File: src/source/spi_bridge_config.svh
`ifndef SPI_BRIDGE_CONFIG_SVH
`define SPI_BRIDGE_CONFIG_SVH

////////////////////////////////////////
// Scratch memory
////////////////////////////////////////

// Bytes in the scratch array, addresses wrap at the top
`define MEM_DEPTH     256

// Request queue depth in front of the array
// Decoder starts with this many credits
`define MEM_CREDITS   4

////////////////////////////////////////
// Serial frame opcodes
////////////////////////////////////////

`define OP_WRITE      8'h02    // Store bytes from addr on
`define OP_READ       8'h03    // Dummy byte, then data out

////////////////////////////////////////
// Board indicator
////////////////////////////////////////

// Activity counter width, LED shows the top bit
`define LED_CNT_BITS  5

`endif

File: src/source/mem_pkg.sv
`default_nettype none

`include "spi_bridge_config.svh"

package mem_pkg;

   // Byte address into the scratch array, wraps 255 -> 0 by width
   typedef logic [$clog2(`MEM_DEPTH)-1:0] mem_addr_t;

   // One stored word
   typedef logic [7:0] mem_data_t;

   // Holds 0 up to MEM_CREDITS inclusive
   typedef logic [$clog2(`MEM_CREDITS+1)-1:0] credit_t;

endpackage

`default_nettype wire

File: src/source/spi_link_pkg.sv
`default_nettype none

`include "spi_bridge_config.svh"

package spi_link_pkg;

   // One byte on MOSI or MISO
   typedef logic [7:0] byte_t;

   // Frame opcode as decoded from byte 0
   typedef enum byte_t {
      OPC_WRITE   = `OP_WRITE,
      OPC_READ    = `OP_READ,
      OPC_UNKNOWN = 8'hFF       // Anything else, frame is dropped
   } opcode_e;

   // Position inside a frame while cs_l is low
   typedef enum logic [2:0] {
      ST_OPCODE,                // Waiting for byte 0
      ST_ADDR,                  // Byte 1, start address
      ST_DUMMY,                 // Read turnaround byte
      ST_WRITE_DATA,            // Every byte goes to memory
      ST_READ_DATA,             // Every byte period shifts a memory byte out
      ST_IGNORE                 // Bad opcode, wait for cs_l high
   } frame_state_e;

endpackage

`default_nettype wire

File: src/source/mem_credit_if.sv
`timescale 1ns/1ns
`default_nettype none

interface mem_credit_if import mem_pkg::*; ();

   // Request side, one cycle per request
   logic      req_valid;
   logic      req_write;      // 1 store, 0 fetch
   mem_addr_t req_addr;
   mem_data_t req_wdata;

   // Read data comes back once per fetch
   logic      rsp_valid;
   mem_data_t rsp_rdata;

   // One pulse per retired request
   logic      credit_return;

   // Frame decoder side
   modport requester (
      output req_valid,
      output req_write,
      output req_addr,
      output req_wdata,
      input  rsp_valid,
      input  rsp_rdata,
      input  credit_return
   );

   // Scratch memory side
   modport responder (
      input  req_valid,
      input  req_write,
      input  req_addr,
      input  req_wdata,
      output rsp_valid,
      output rsp_rdata,
      output credit_return
   );

endinterface

`default_nettype wire

File: src/source/scratch_memory.sv
`timescale 1ns/1ns
`default_nettype none

`include "spi_bridge_config.svh"

module scratch_memory import mem_pkg::*; (
   input  wire             spi_sck,
   input  wire             rst_n,
   mem_credit_if.responder mem
);

   localparam int PTR_BITS = $clog2(`MEM_CREDITS);

   // Request queue, one slot per credit
   logic      q_write [`MEM_CREDITS];
   mem_addr_t q_addr  [`MEM_CREDITS];
   mem_data_t q_wdata [`MEM_CREDITS];

   logic [PTR_BITS-1:0] wr_ptr;
   logic [PTR_BITS-1:0] rd_ptr;
   credit_t             count;     // Occupied slots
   logic                retire;    // Head leaves this cycle

   mem_data_t mem_array [`MEM_DEPTH];

   ////////////////////////////////////////
   // Queue
   ////////////////////////////////////////

   // One per cycle whenever anything waits
   assign retire = (count != '0);

   always_ff @(posedge spi_sck or negedge rst_n) begin
      if (!rst_n) begin
         wr_ptr <= '0;
         rd_ptr <= '0;
         count  <= '0;
      end else begin
         if (mem.req_valid) begin
            wr_ptr <= wr_ptr + 1'b1;
         end
         if (retire) begin
            rd_ptr <= rd_ptr + 1'b1;
         end
         count <= count + credit_t'(mem.req_valid) - credit_t'(retire);
      end
   end

   always_ff @(posedge spi_sck) begin
      if (mem.req_valid) begin
         q_write[wr_ptr] <= mem.req_write;
         q_addr[wr_ptr]  <= mem.req_addr;
         q_wdata[wr_ptr] <= mem.req_wdata;
      end
   end

   ////////////////////////////////////////
   // Array and response
   ////////////////////////////////////////

   always_ff @(posedge spi_sck) begin
      if (retire && q_write[rd_ptr]) begin
         mem_array[q_addr[rd_ptr]] <= q_wdata[rd_ptr];
      end
   end

   // Fetch answers in the retire cycle, along with its credit
   assign mem.rsp_valid     = retire && !q_write[rd_ptr];
   assign mem.rsp_rdata     = mem_array[q_addr[rd_ptr]];
   assign mem.credit_return = retire;   // Stores return one too

   ////////////////////////////////////////
   // Checks
   ////////////////////////////////////////

   // Requester must respect its credits, full queue takes nothing
   a_queue_no_overflow: assert property (@(posedge spi_sck) disable iff (!rst_n)
      mem.req_valid |-> (count < credit_t'(`MEM_CREDITS)));

endmodule

`default_nettype wire

File: src/source/spi_bridge_top.sv
`timescale 1ns/1ns
`default_nettype none

`include "spi_bridge_config.svh"

module spi_bridge_top import spi_link_pkg::*; (
   input  wire        spi_sck,
   input  wire        pll_locked,
   input  wire        cs_l,
   input  wire        mosi,
   output wire        miso,
   output logic [1:0] led
);

   logic                     rst_n_r;
   logic                     rst_n;     // Internal reset, active low
   logic [`LED_CNT_BITS-1:0] led_cnt;

   byte_t rx_byte;
   logic  rx_done;
   byte_t tx_byte;
   logic  tx_load;

   ////////////////////////////////////////
   // Reset and activity LED
   ////////////////////////////////////////

   // Drops at once with the lock, leaves on the next clock
   always_ff @(posedge spi_sck or negedge pll_locked) begin
      if (!pll_locked) begin
         rst_n_r <= 1'b0;
      end else begin
         rst_n_r <= 1'b1;
      end
   end

   assign rst_n = rst_n_r;

   // Runs only between frames
   always_ff @(posedge spi_sck or negedge rst_n) begin
      if (!rst_n) begin
         led_cnt <= '0;
      end else if (cs_l) begin
         led_cnt <= led_cnt + 1'b1;
      end
   end

   assign led[0] = 1'b0;                                // Unused on the board
   assign led[1] = led_cnt[`LED_CNT_BITS-1] & cs_l;     // Blinks when idle

   ////////////////////////////////////////
   // Datapath
   ////////////////////////////////////////

   mem_credit_if u_mem_if ();

   spi_shift_unit u_spi_shift_unit (
      .spi_sck (spi_sck),
      .rst_n   (rst_n),
      .cs_l    (cs_l),
      .mosi    (mosi),
      .miso    (miso),
      .rx_byte (rx_byte),
      .rx_done (rx_done),
      .tx_byte (tx_byte),
      .tx_load (tx_load)
   );

   spi_frame_decoder u_spi_frame_decoder (
      .spi_sck (spi_sck),
      .rst_n   (rst_n),
      .cs_l    (cs_l),
      .rx_byte (rx_byte),
      .rx_done (rx_done),
      .tx_byte (tx_byte),
      .tx_load (tx_load),
      .mem     (u_mem_if.requester)
   );

   // Contents survive reset
   scratch_memory u_scratch_memory (
      .spi_sck (spi_sck),
      .rst_n   (rst_n),
      .mem     (u_mem_if.responder)
   );

endmodule

`default_nettype wire

File: src/source/spi_frame_decoder.sv
`timescale 1ns/1ns
`default_nettype none

`include "spi_bridge_config.svh"

module spi_frame_decoder import spi_link_pkg::*, mem_pkg::*; (
   input  wire            spi_sck,
   input  wire            rst_n,
   input  wire            cs_l,
   input  wire byte_t     rx_byte,
   input  wire            rx_done,
   output byte_t          tx_byte,
   output logic           tx_load,
   mem_credit_if.requester mem
);

   frame_state_e state;
   opcode_e      op;             // Decoded in byte 0
   mem_addr_t    addr;           // Next address to store or fetch
   credit_t      credits;        // Free queue slots at the memory
   logic         req_pend;       // Request waiting for a credit
   logic         req_write_q;
   mem_addr_t    req_addr_q;
   mem_data_t    req_wdata_q;
   byte_t        rd_buf;         // Prefetched byte for the next period
   logic         rd_buf_valid;
   logic         reading;        // Dummy or read data byte in progress
   logic         new_req;        // Current byte asks for a memory access
   logic         issue;

   assign reading = (state == ST_DUMMY) || (state == ST_READ_DATA);

   // Read prefetch after the address, store per write byte, prefetch per read byte
   assign new_req = ((state == ST_ADDR) && (op == OPC_READ)) ||
                    (state == ST_WRITE_DATA) || reading;

   ////////////////////////////////////////
   // Frame FSM
   ////////////////////////////////////////

   always_ff @(posedge spi_sck or negedge rst_n) begin
      if (!rst_n) begin
         state <= ST_OPCODE;
         op    <= OPC_UNKNOWN;
         addr  <= '0;
      end else if (cs_l) begin
         state <= ST_OPCODE;          // Frame over
      end else if (rx_done) begin
         case (state)
            ST_OPCODE: begin
               case (rx_byte)
                  `OP_WRITE: begin
                     op    <= OPC_WRITE;
                     state <= ST_ADDR;
                  end
                  `OP_READ: begin
                     op    <= OPC_READ;
                     state <= ST_ADDR;
                  end
                  default: begin
                     op    <= OPC_UNKNOWN;
                     state <= ST_IGNORE;   // Rest of frame skipped
                  end
               endcase
            end
            ST_ADDR: begin
               if (op == OPC_READ) begin
                  addr  <= mem_addr_t'(rx_byte) + mem_addr_t'(1);  // Start fetched now
                  state <= ST_DUMMY;
               end else begin
                  addr  <= mem_addr_t'(rx_byte);
                  state <= ST_WRITE_DATA;
               end
            end
            ST_DUMMY: begin
               addr  <= addr + mem_addr_t'(1);
               state <= ST_READ_DATA;
            end
            ST_WRITE_DATA, ST_READ_DATA: begin
               addr <= addr + mem_addr_t'(1);   // Auto increment, natural wrap
            end
            default: begin
               state <= ST_IGNORE;
            end
         endcase
      end
   end

   ////////////////////////////////////////
   // Request and credits
   ////////////////////////////////////////

   // Held back while the memory queue is full
   assign issue = req_pend && (credits != '0);

   always_ff @(posedge spi_sck or negedge rst_n) begin
      if (!rst_n) begin
         req_pend <= 1'b0;
      end else if (rx_done && new_req) begin
         req_pend <= 1'b1;
      end else if (issue) begin
         req_pend <= 1'b0;
      end
   end

   always_ff @(posedge spi_sck) begin
      if (rx_done && new_req) begin
         req_write_q <= (state == ST_WRITE_DATA);
         req_addr_q  <= (state == ST_ADDR) ? mem_addr_t'(rx_byte) : addr;
         req_wdata_q <= mem_data_t'(rx_byte);   // Only used by stores
      end
   end

   always_ff @(posedge spi_sck or negedge rst_n) begin
      if (!rst_n) begin
         credits <= credit_t'(`MEM_CREDITS);
      end else begin
         credits <= credits - credit_t'(issue) + credit_t'(mem.credit_return);
      end
   end

   assign mem.req_valid = issue;
   assign mem.req_write = req_write_q;
   assign mem.req_addr  = req_addr_q;
   assign mem.req_wdata = req_wdata_q;

   ////////////////////////////////////////
   // Read buffer
   ////////////////////////////////////////

   always_ff @(posedge spi_sck or negedge rst_n) begin
      if (!rst_n) begin
         rd_buf_valid <= 1'b0;
      end else if (cs_l) begin
         rd_buf_valid <= 1'b0;
      end else if (mem.rsp_valid && reading) begin
         rd_buf_valid <= 1'b1;
      end else if (rx_done && reading) begin
         rd_buf_valid <= 1'b0;        // Handed to the shifter
      end
   end

   always_ff @(posedge spi_sck) begin
      if (mem.rsp_valid) begin
         rd_buf <= byte_t'(mem.rsp_rdata);
      end
   end

   // Shifter takes it at the next byte boundary
   assign tx_byte = rd_buf;
   assign tx_load = rd_buf_valid && reading;

   ////////////////////////////////////////
   // Checks
   ////////////////////////////////////////

   // Memory never returns more credits than were handed out
   a_credit_max: assert property (@(posedge spi_sck) disable iff (!rst_n)
      credits <= credit_t'(`MEM_CREDITS));

   // Last credit gone, so the bus stays quiet until one comes back
   a_no_req_at_zero: assert property (@(posedge spi_sck) disable iff (!rst_n)
      (issue && (credits == credit_t'(1)) && !mem.credit_return) |=> !mem.req_valid);

endmodule

`default_nettype wire

File: src/source/spi_shift_unit.sv
`timescale 1ns/1ns
`default_nettype none

module spi_shift_unit import spi_link_pkg::*; (
   input  wire        spi_sck,
   input  wire        rst_n,
   input  wire        cs_l,
   input  wire        mosi,
   output logic       miso,
   output byte_t      rx_byte,
   output logic       rx_done,
   input  wire byte_t tx_byte,
   input  wire        tx_load
);

   logic [2:0] bit_cnt;    // Bits already taken in this byte
   byte_t      rx_shift;   // MOSI history, MSB first
   byte_t      tx_shift;   // Top bit is on MISO

   ////////////////////////////////////////
   // Receive
   ////////////////////////////////////////

   // Eighth bit is sampled on this edge
   assign rx_done = !cs_l && (bit_cnt == 3'd7);

   // Last bit joins straight from the pin
   assign rx_byte = {rx_shift[6:0], mosi};

   always_ff @(posedge spi_sck or negedge rst_n) begin
      if (!rst_n) begin
         bit_cnt <= '0;
      end else if (cs_l) begin
         bit_cnt <= '0;               // Partial byte is dropped
      end else begin
         bit_cnt <= bit_cnt + 3'd1;   // Wraps to 0 after bit 7
      end
   end

   always_ff @(posedge spi_sck) begin
      rx_shift <= {rx_shift[6:0], mosi};
   end

   ////////////////////////////////////////
   // Transmit
   ////////////////////////////////////////

   always_ff @(posedge spi_sck or negedge rst_n) begin
      if (!rst_n) begin
         tx_shift <= '0;
      end else if (cs_l) begin
         tx_shift <= '0;               // Idle line low
      end else if (rx_done) begin
         // Byte boundary, next byte period starts
         if (tx_load) begin
            tx_shift <= tx_byte;
         end else begin
            tx_shift <= '0;            // Nothing ready, send zeros
         end
      end else begin
         tx_shift <= {tx_shift[6:0], 1'b0};
      end
   end

   assign miso = tx_shift[7];

   ////////////////////////////////////////
   // Checks
   ////////////////////////////////////////

   // Deselect kills the byte now and on the edge after
   a_no_done_deselected: assert property (@(posedge spi_sck) disable iff (!rst_n)
      cs_l |-> !rx_done ##1 !rx_done);

endmodule

`default_nettype wire

File: config.mk
export PLATFORM = sky130hd
export DESIGN_NAME = spi_bridge_top
export DESIGN_NICKNAME = d
export VERILOG_FILES = /design/src/source/mem_pkg.sv /design/src/source/spi_link_pkg.sv /design/src/source/mem_credit_if.sv /design/src/source/scratch_memory.sv /design/src/source/spi_bridge_top.sv /design/src/source/spi_frame_decoder.sv /design/src/source/spi_shift_unit.sv
export VERILOG_INCLUDE_DIRS = /design/src /design/src/source
export SDC_FILE = /design/constraint.sdc
export NUM_CORES = 2
export LEC_CHECK = 0
export BUFFER_PORTS_ARGS = -buffer_cell sky130_fd_sc_hd__buf_4
export CORE_MARGIN = 4
export CORE_UTILIZATION = 55
export DETAILED_ROUTE_END_ITERATION = 7
export PLACE_DENSITY = 0.81
export SLEW_MARGIN = 40
export SYNTH_ARGS = -nofsm -noshare
export SYNTH_HDL_FRONTEND = slang
export SYNTH_SLANG_ARGS = --single-unit
File: constraint.sdc
create_clock -name spi_sck -period 1.4 [get_ports spi_sck]
set_clock_uncertainty 0.2 [all_clocks]
set_input_delay 0.07 -clock spi_sck [delete_from_list [all_inputs] [get_ports spi_sck]]
set_output_delay 0.07 -clock spi_sck [all_outputs]
set_load 0.02 [all_outputs]
==> After elaboration in Yosys (flattened, before gate mapping) <==
Memories as Yosys holds them, arrays and structs flattened. A register that Yosys moved wholly into a read port is not among the register bits.
Cells that the tools add are included.
{ "op_classes": {"add_sub_neg": 10, "eq_ne": 9, "n_mux": 22, "n_bitwise": 2, "reduce_logical": 27} }
{ "ops": {"columns": ["cell", "count"], "rows": [
  ["$mux 8", 5],
  ["$pmux 8 s2", 2],
  ["$eq 8x2->1 const B", 3],
  ["$add 8x1->8 const B", 2],
  ["$mux 3", 4],
  ["$pmux 3 s4", 1],
  ["$mux 1", 10],
  ["$logic_and 1x1->1", 9],
  ["$reduce_bool 3->1", 3],
  ["$add 3x1->3", 2],
  ["$eq 3x2->1 const B", 2],
  ["$eq 3x3->1 const B", 2],
  ["$reduce_and 3->1", 2],
  ["$reduce_bool 2->1", 3],
  ["$sub 3x1->3", 2],
  ["$add 5x1->5 const B", 1],
  ["$add 2x1->2 const B", 2],
  ["$reduce_or 2->1", 2],
  ["$add 3x1->3 const B", 1],
  ["$eq 3x1->1 const B", 1],
  ["$logic_not 3->1", 1],
  ["$logic_or 1x1->1", 3],
  ["$reduce_or 3->1", 1],
  ["$logic_not 1->1", 2],
  ["other kinds (4)", 4]
]} }
{ "word_totals": {"ff_bits": 72, "ramBits": 2116, "inputBits": 4, "out_inout_bits": 3, "elab_cells": 91, "memories": 4} }
{ "mem_list": {"columns": ["name", "depth", "word_bits", "rd", "rd_ports_with_merged_regs", "write_ports", "line", "rtl"], "rows": [
  ["u_scratch_memory.mem_array", 256, 8, 1, 1, 1, "scratch_memory.sv:24", "mem_data_t mem_array [`MEM_DEPTH];"],
  ["u_scratch_memory.q_addr", 4, 8, 1, 0, 1, "scratch_memory.sv:16", "mem_addr_t q_addr [`MEM_CREDITS];"],
  ["u_scratch_memory.q_wdata", 4, 8, 1, 0, 1, "scratch_memory.sv:17", "mem_data_t q_wdata [`MEM_CREDITS];"],
  ["u_scratch_memory.q_write", 4, 1, 1, 0, 1, "scratch_memory.sv:15", "logic q_write [`MEM_CREDITS];"]
]} }

==> Longest topological paths before layout <==
{ "logic_depth": {"ltp_word": 6, "depth_mapped": 14, "ltp_nobuf": 10} }

==> Cells and area by module <==
Synthesis repeated with hierarchy kept, for this count alone.
{ "unflattened": {"hier_cells": 5270, "area_unflattened_um2": 87875.5} }
{ "modules_own_cells": {"columns": ["mod", "n_inst", "cells_each", "area_per_inst_um2", "seq_area_each_um2"], "rows": [
  ["scratch_memory", 1, 5027, 84873.9, 63716.1],
  ["spi_frame_decoder", 1, 175, 2128.3, 1204.9],
  ["spi_shift_unit", 1, 49, 625.6, 415.4],
  ["spi_bridge_top", 1, 19, 247.7, 150.1]
]} }

==> Worst setup path before layout <==
Ideal clock, no wire load.
{ "synth_path": {"kind": "flip-flop to flip-flop", "from": "reg u_scratch_memory.rd_ptr[0]", "to": "mem u_scratch_memory.mem_array[0][0] in the netlist's numbering, data pin", "setup_ns": 0.551, "arrival_time_ns": 3.120, "required_ns": 0.649, "setup_slack_ns": -2.471, "stages_incl_launch_ff": 5, "path_buffers": 3, "synth_period_minus_slack_ns": 3.871, "path_cell_list": "dfrtp_1 > buf_6 > buf_6 > buf_1 > mux4_2"} }
{ "synth_via": {"elab_chain_cells": 1} }
{ "synth_rtl": {"columns": ["element", "line", "rtl"], "rows": [
  ["start, declared", "scratch_memory.sv:20", "logic [PTR_BITS-1:0] rd_ptr;"],
  ["start signal, assigned", "scratch_memory.sv:43", "rd_ptr <= rd_ptr + 1'b1;"],
  ["$mem_v2 4x8", null, null],
  ["end, declared", "scratch_memory.sv:24", null]
]} }
No other way between the ends.

==> Worst setup path in the final report <==
{ "layout_path": {"from": "reg u_scratch_memory.rd_ptr[0]", "to": "reg u_spi_frame_decoder.rd_buf[1] (netlist: u_spi_frame_decoder.tx_byte[1]) (read register of u_scratch_memory.mem_array), data pin"} }
{ "layout_via": {"elab_chain_cells": 3, "word_cells_on_any_way": 4, "classes_between": "reduce/logical: 2; memory: 2"} }
{ "layout_rtl": {"columns": ["element", "line", "rtl"], "rows": [
  ["$mem_v2 4x1", null, null],
  ["$logic_not 1->1", "scratch_memory.sv:68", "assign mem.rsp_valid = retire && !q_write[rd_ptr];"],
  ["$logic_and 1x1->1", "scratch_memory.sv:68", null],
  ["end, declared", "spi_frame_decoder.sv:25", "byte_t rd_buf;"]
]} }
Several ways; a longest one is shown, not always the timed one.
A chain may end at the register's enable or synchronous reset.

==> results.toml <==
[timing]
finalCriticalPeriod_ns = 3.66
fin_crit_sh = 2.62
finalMaxSlewViolations = 0
finalSetupViolCount = 4240
timing.slew.headroom = 0.483
rsz0062_at_grt = "true"
worst_pin_slew_ns = 0.770
timing_hold_violations_final = 0
setup_ws_ns = -2.26
timing.fmax_mhz = 273

[die]
die_w_um = 407
die_h_um = 407
start_util = 0.553
total_die_area_um2 = 165000
num_rows = 146
io_pins = 7
core_area_um2 = 158000

[worst_setup_path]
worst_path_largest_cell_delay_ns = 0.79
required_ns = 1.80
nature_of_the_critical_path_endpoint = "register"
cp_max_fo = 28
crit_path_slowest_cell = "mux4_4"
critical_path.top_delay_family = "multiplexers"
setup.worst_path.start_class = "register"
timing.critical_path.arrival_ns = 4.06
crit_buf_inv = 4
critical_path.cell_chain = "mux4_4 > buf_12 > buf_6 > mux2i_1 > mux2i_1 > o21ai_0 > nor4_1 > buf_4 > a22oi_2 > buf_4 > nand4_1"
path_class = "register to register"

[global_route]
grt.overflow.total = 0
first_global_vias = 51219
largest_net_degree_at_the_start_of_global_routing = 117
globalRouteTotalUtil = 0.272
grt_antenna_before_repair = 2
first_pass_grt_wire_length_mm = 331

[placement]
dpl-instance-area_um2 = 97600
placement.io_buffers = 5
post-place-ws_ns = -2.55
detailedPlacementHpwl_mm = 139
gp_congestion = 0.937

[route]
drc = 0
drt_iter0_drc = 6575
route.final.wire_length_mm = 230
dr_total_vias = 51029
detail-route-antenna-nets = 0
via_per_inst = 6.32
drt-wirelength-per-cell_um = 28.6
drt_pass1_iterations = 6

[yosys]
synth-async-reset-ratio = 0.0192
syn_nets = 5171
synthFlopType = "edfxtp_1"
syn-mean-instance-area_um2 = 17.0
post_synth_inst_count = 5151
synth_compound_gate_area_share = 0.0278
synthesis.area_um2 = 87500
most_repeated_cell_in_the_gate_level_netlist_after_synthesis = "edfxtp_1"
synth.lib_cells_used.distinct = 54
synthMuxAreaShare = 0.155
post_synth_fa_ha_maj_area_fraction = 0.00246
synth_top_area_frac = 0.735
most_instantiated_cells_after_synthesis = "edfxtp_1, mux2i_1, nand2_1"
synth_sequential_area_ratio = 0.749
synth_top_family_by_area = "multiplexers"
synth_enable_flop_cells = 2141
synthSimpleGateAreaFrac = 0.0458
synth.largest_area_cell = "edfxtp_1"
synth-warning-count = 0
xor_xnor_share_of_the_synthesized_area = 0.00170
synth.area.top_cells = "edfxtp_1, mux2i_1, mux4_2, nand2_1, a21oi_1"
ys_ff_latch = 2190

[outcome]
violations = "negative setup slack"
outcome = "finished with violations"

[final_layout]
post_route_cells_drive_above_1_share = 0.257
layout.cell_area.non_filler_um2 = 106000
layout-area-overhead-vs-synth_pct = 21.6
nets = 5842

[clocking]
clk_root_buffer_cell = "clkbuf_16"
clock_tree.htree_level_count = 4
clock_insertion_delay_worst_skew_ns = 0.86
cts_max_path_buffers = 3
count_of_clock_tree_sinks = 2190
cts_tree = "done"
clk_pin_slew_worst_paths_ns = 0.07
numCtsBuffers = 203

[hold_path]
holdCritPathClass = "input pin to register"

[power_and_ir_drop]
power_per_cell_area_nw_per_um2 = 1200
power.leakage_nw = 37.7
power.ir.vdd_worst_mv = 1.04

[job]
max_cap_violation_count = 0
==> worst min-delay path, stage by stage <==
cell and delay, ns:
dlygate4sd3_1 0.53, buf_4 0.14, ha_1 0.23, inv_1 0.07, a41oi_1 0.09
==> cell families (layout without fill, tap and decap cells) <==
kind of cell | count (synthesis) | in the layout
other | 2 | 4
xor gates and xnor gates | 17 | 17
and+or+nand+nor | 942 | 942
adders and majority gates | 16 | 16
buffers and inverters | 303 | 1147
muxes | 1252 | 1252
DFF | 2190 | 2190
AOI/OAI and AO/OA | 429 | 429
==> area by class of cell <==
cell class / count / area, um2
Fill cell: 9337 / 51900
Tap cell: 2072 / 2590
Inverter: 11 / 41.3
Clock inverter: 129 / 1380
Antenna cell: 2 / 5.00
Multi-Input combinational cell: 2658 / 22900
Sequential cell: 2190 / 65500
Timing Repair Buffer: 758 / 8530
Clock buffer: 249 / 5370
==> where the power goes <==
group / switching (mW) / total [mW] / leakage (nW) / internal (mW)
clock network: 24.5 / 56.0 / 3.26 / 31.5
registers: 0.0840 / 71.0 / 19.8 / 70.9
logic: 0.171 / 0.373 / 14.6 / 0.202
==> routing by layer <==
layer | vias up | GRT usage | part of all wire
li1 | 21301 | - | -
met1 | 25617 | 0.357 | 0.36
met2 | 3454 | 0.438 | 0.48
met3 | 655 | 0.0544 | 0.11
met4 | 2 | 0.129 | 0.053
met5 | - | 0 | 0.000056
==> cell usage in the layout (no fill, tap or decap), types with 22 or more instances in the layout <==
cell type / n
mux2i_1: 1124
nor2_1: 53
clkbuf_16: 206
buf_6: 29
clkbuf_1: 38
clkinv_2: 28
mux2i_2: 24
nand3_1: 30
nor2_2: 34
edfxtp_1: 2141
buf_4: 499
bufinv_16: 22
mux4_2: 70
dfrtp_1: 37
nor3_1: 23
o21ai_0: 51
clkinv_1: 48
a21oi_2: 23
nand2_1: 432
a21oi_1: 190
o22ai_1: 85
nor4_1: 46
nor2_4: 194
buf_12: 209
==> metrics by stage <==
step / total power [mW] / hold slack (ns) / TNS (ns) / utilization / std cells
floorplan: 72.6 / -0.426 / -6305.97 / - / 5151
global placement: 72.7 / -0.354 / -6054.84 / 0.617 / 7631
detailed placement: 72.8 / -0.352 / -6329.51 / 0.617 / 7631
CTS: 127 / 0.0279 / -5913.13 / 0.666 / 8040
global route: 131 / 0.107 / -6563.26 / 0.672 / 8067
finish: 127 / 0.0853 / -6293.34 / 0.672 / 8069
==> sequential cells by signal, summed over array words and instances (netlist names), 5 cells and up <==
name                               flops
u_spi_frame_decoder.mem.req_wdata      8
u_spi_shift_unit.rx_shift              7
led_cnt                                5
u_spi_frame_decoder.mem.req_addr       8
u_spi_frame_decoder.addr               8
u_scratch_memory.mem_array          2048
u_spi_shift_unit.tx_shift              8
u_scratch_memory.q_addr               32
u_scratch_memory.q_wdata              32
u_spi_frame_decoder.tx_byte            8
==> final timing paths <==
kind	start	endpoint	slack, ns	depth (start not counted)
worst max register to register	u_scratch_memory.rd_ptr[0]$_DFFE_PN0N_	u_spi_frame_decoder.tx_byte[1]$_DFFE_PP_	-2.26	11
min in group asynchronous	rst_n$_DFF_PN0_	u_scratch_memory.count[0]$_DFF_PN0_	0.11	1
worst max-delay path	u_scratch_memory.rd_ptr[0]$_DFFE_PN0N_	u_spi_frame_decoder.tx_byte[1]$_DFFE_PP_	-2.26	11
worst min register to register	rst_n$_DFF_PN0_	u_scratch_memory.count[0]$_DFF_PN0_	0.11	1
worst min-delay path	mosi	u_spi_frame_decoder.op[0]$_DFFE_PN1P_	0.09	5
max in group asynchronous	rst_n$_DFF_PN0_	u_spi_frame_decoder.state[1]$_DFFE_PN0P_	0.12	1
==> timing repair <==
| action | CTS | global route |
|---|---|---|
| pin swaps | 30 | 32 |
| setup buffers | 20 | 27 |
| hold endpoints to repair | 57 | 0 |
| resized for setup | 142 | 149 |
| hold buffers | 11 | 0 |
| setup endpoints to repair | 4239 | 4241 |
Power figures use the tool's default switching activity.
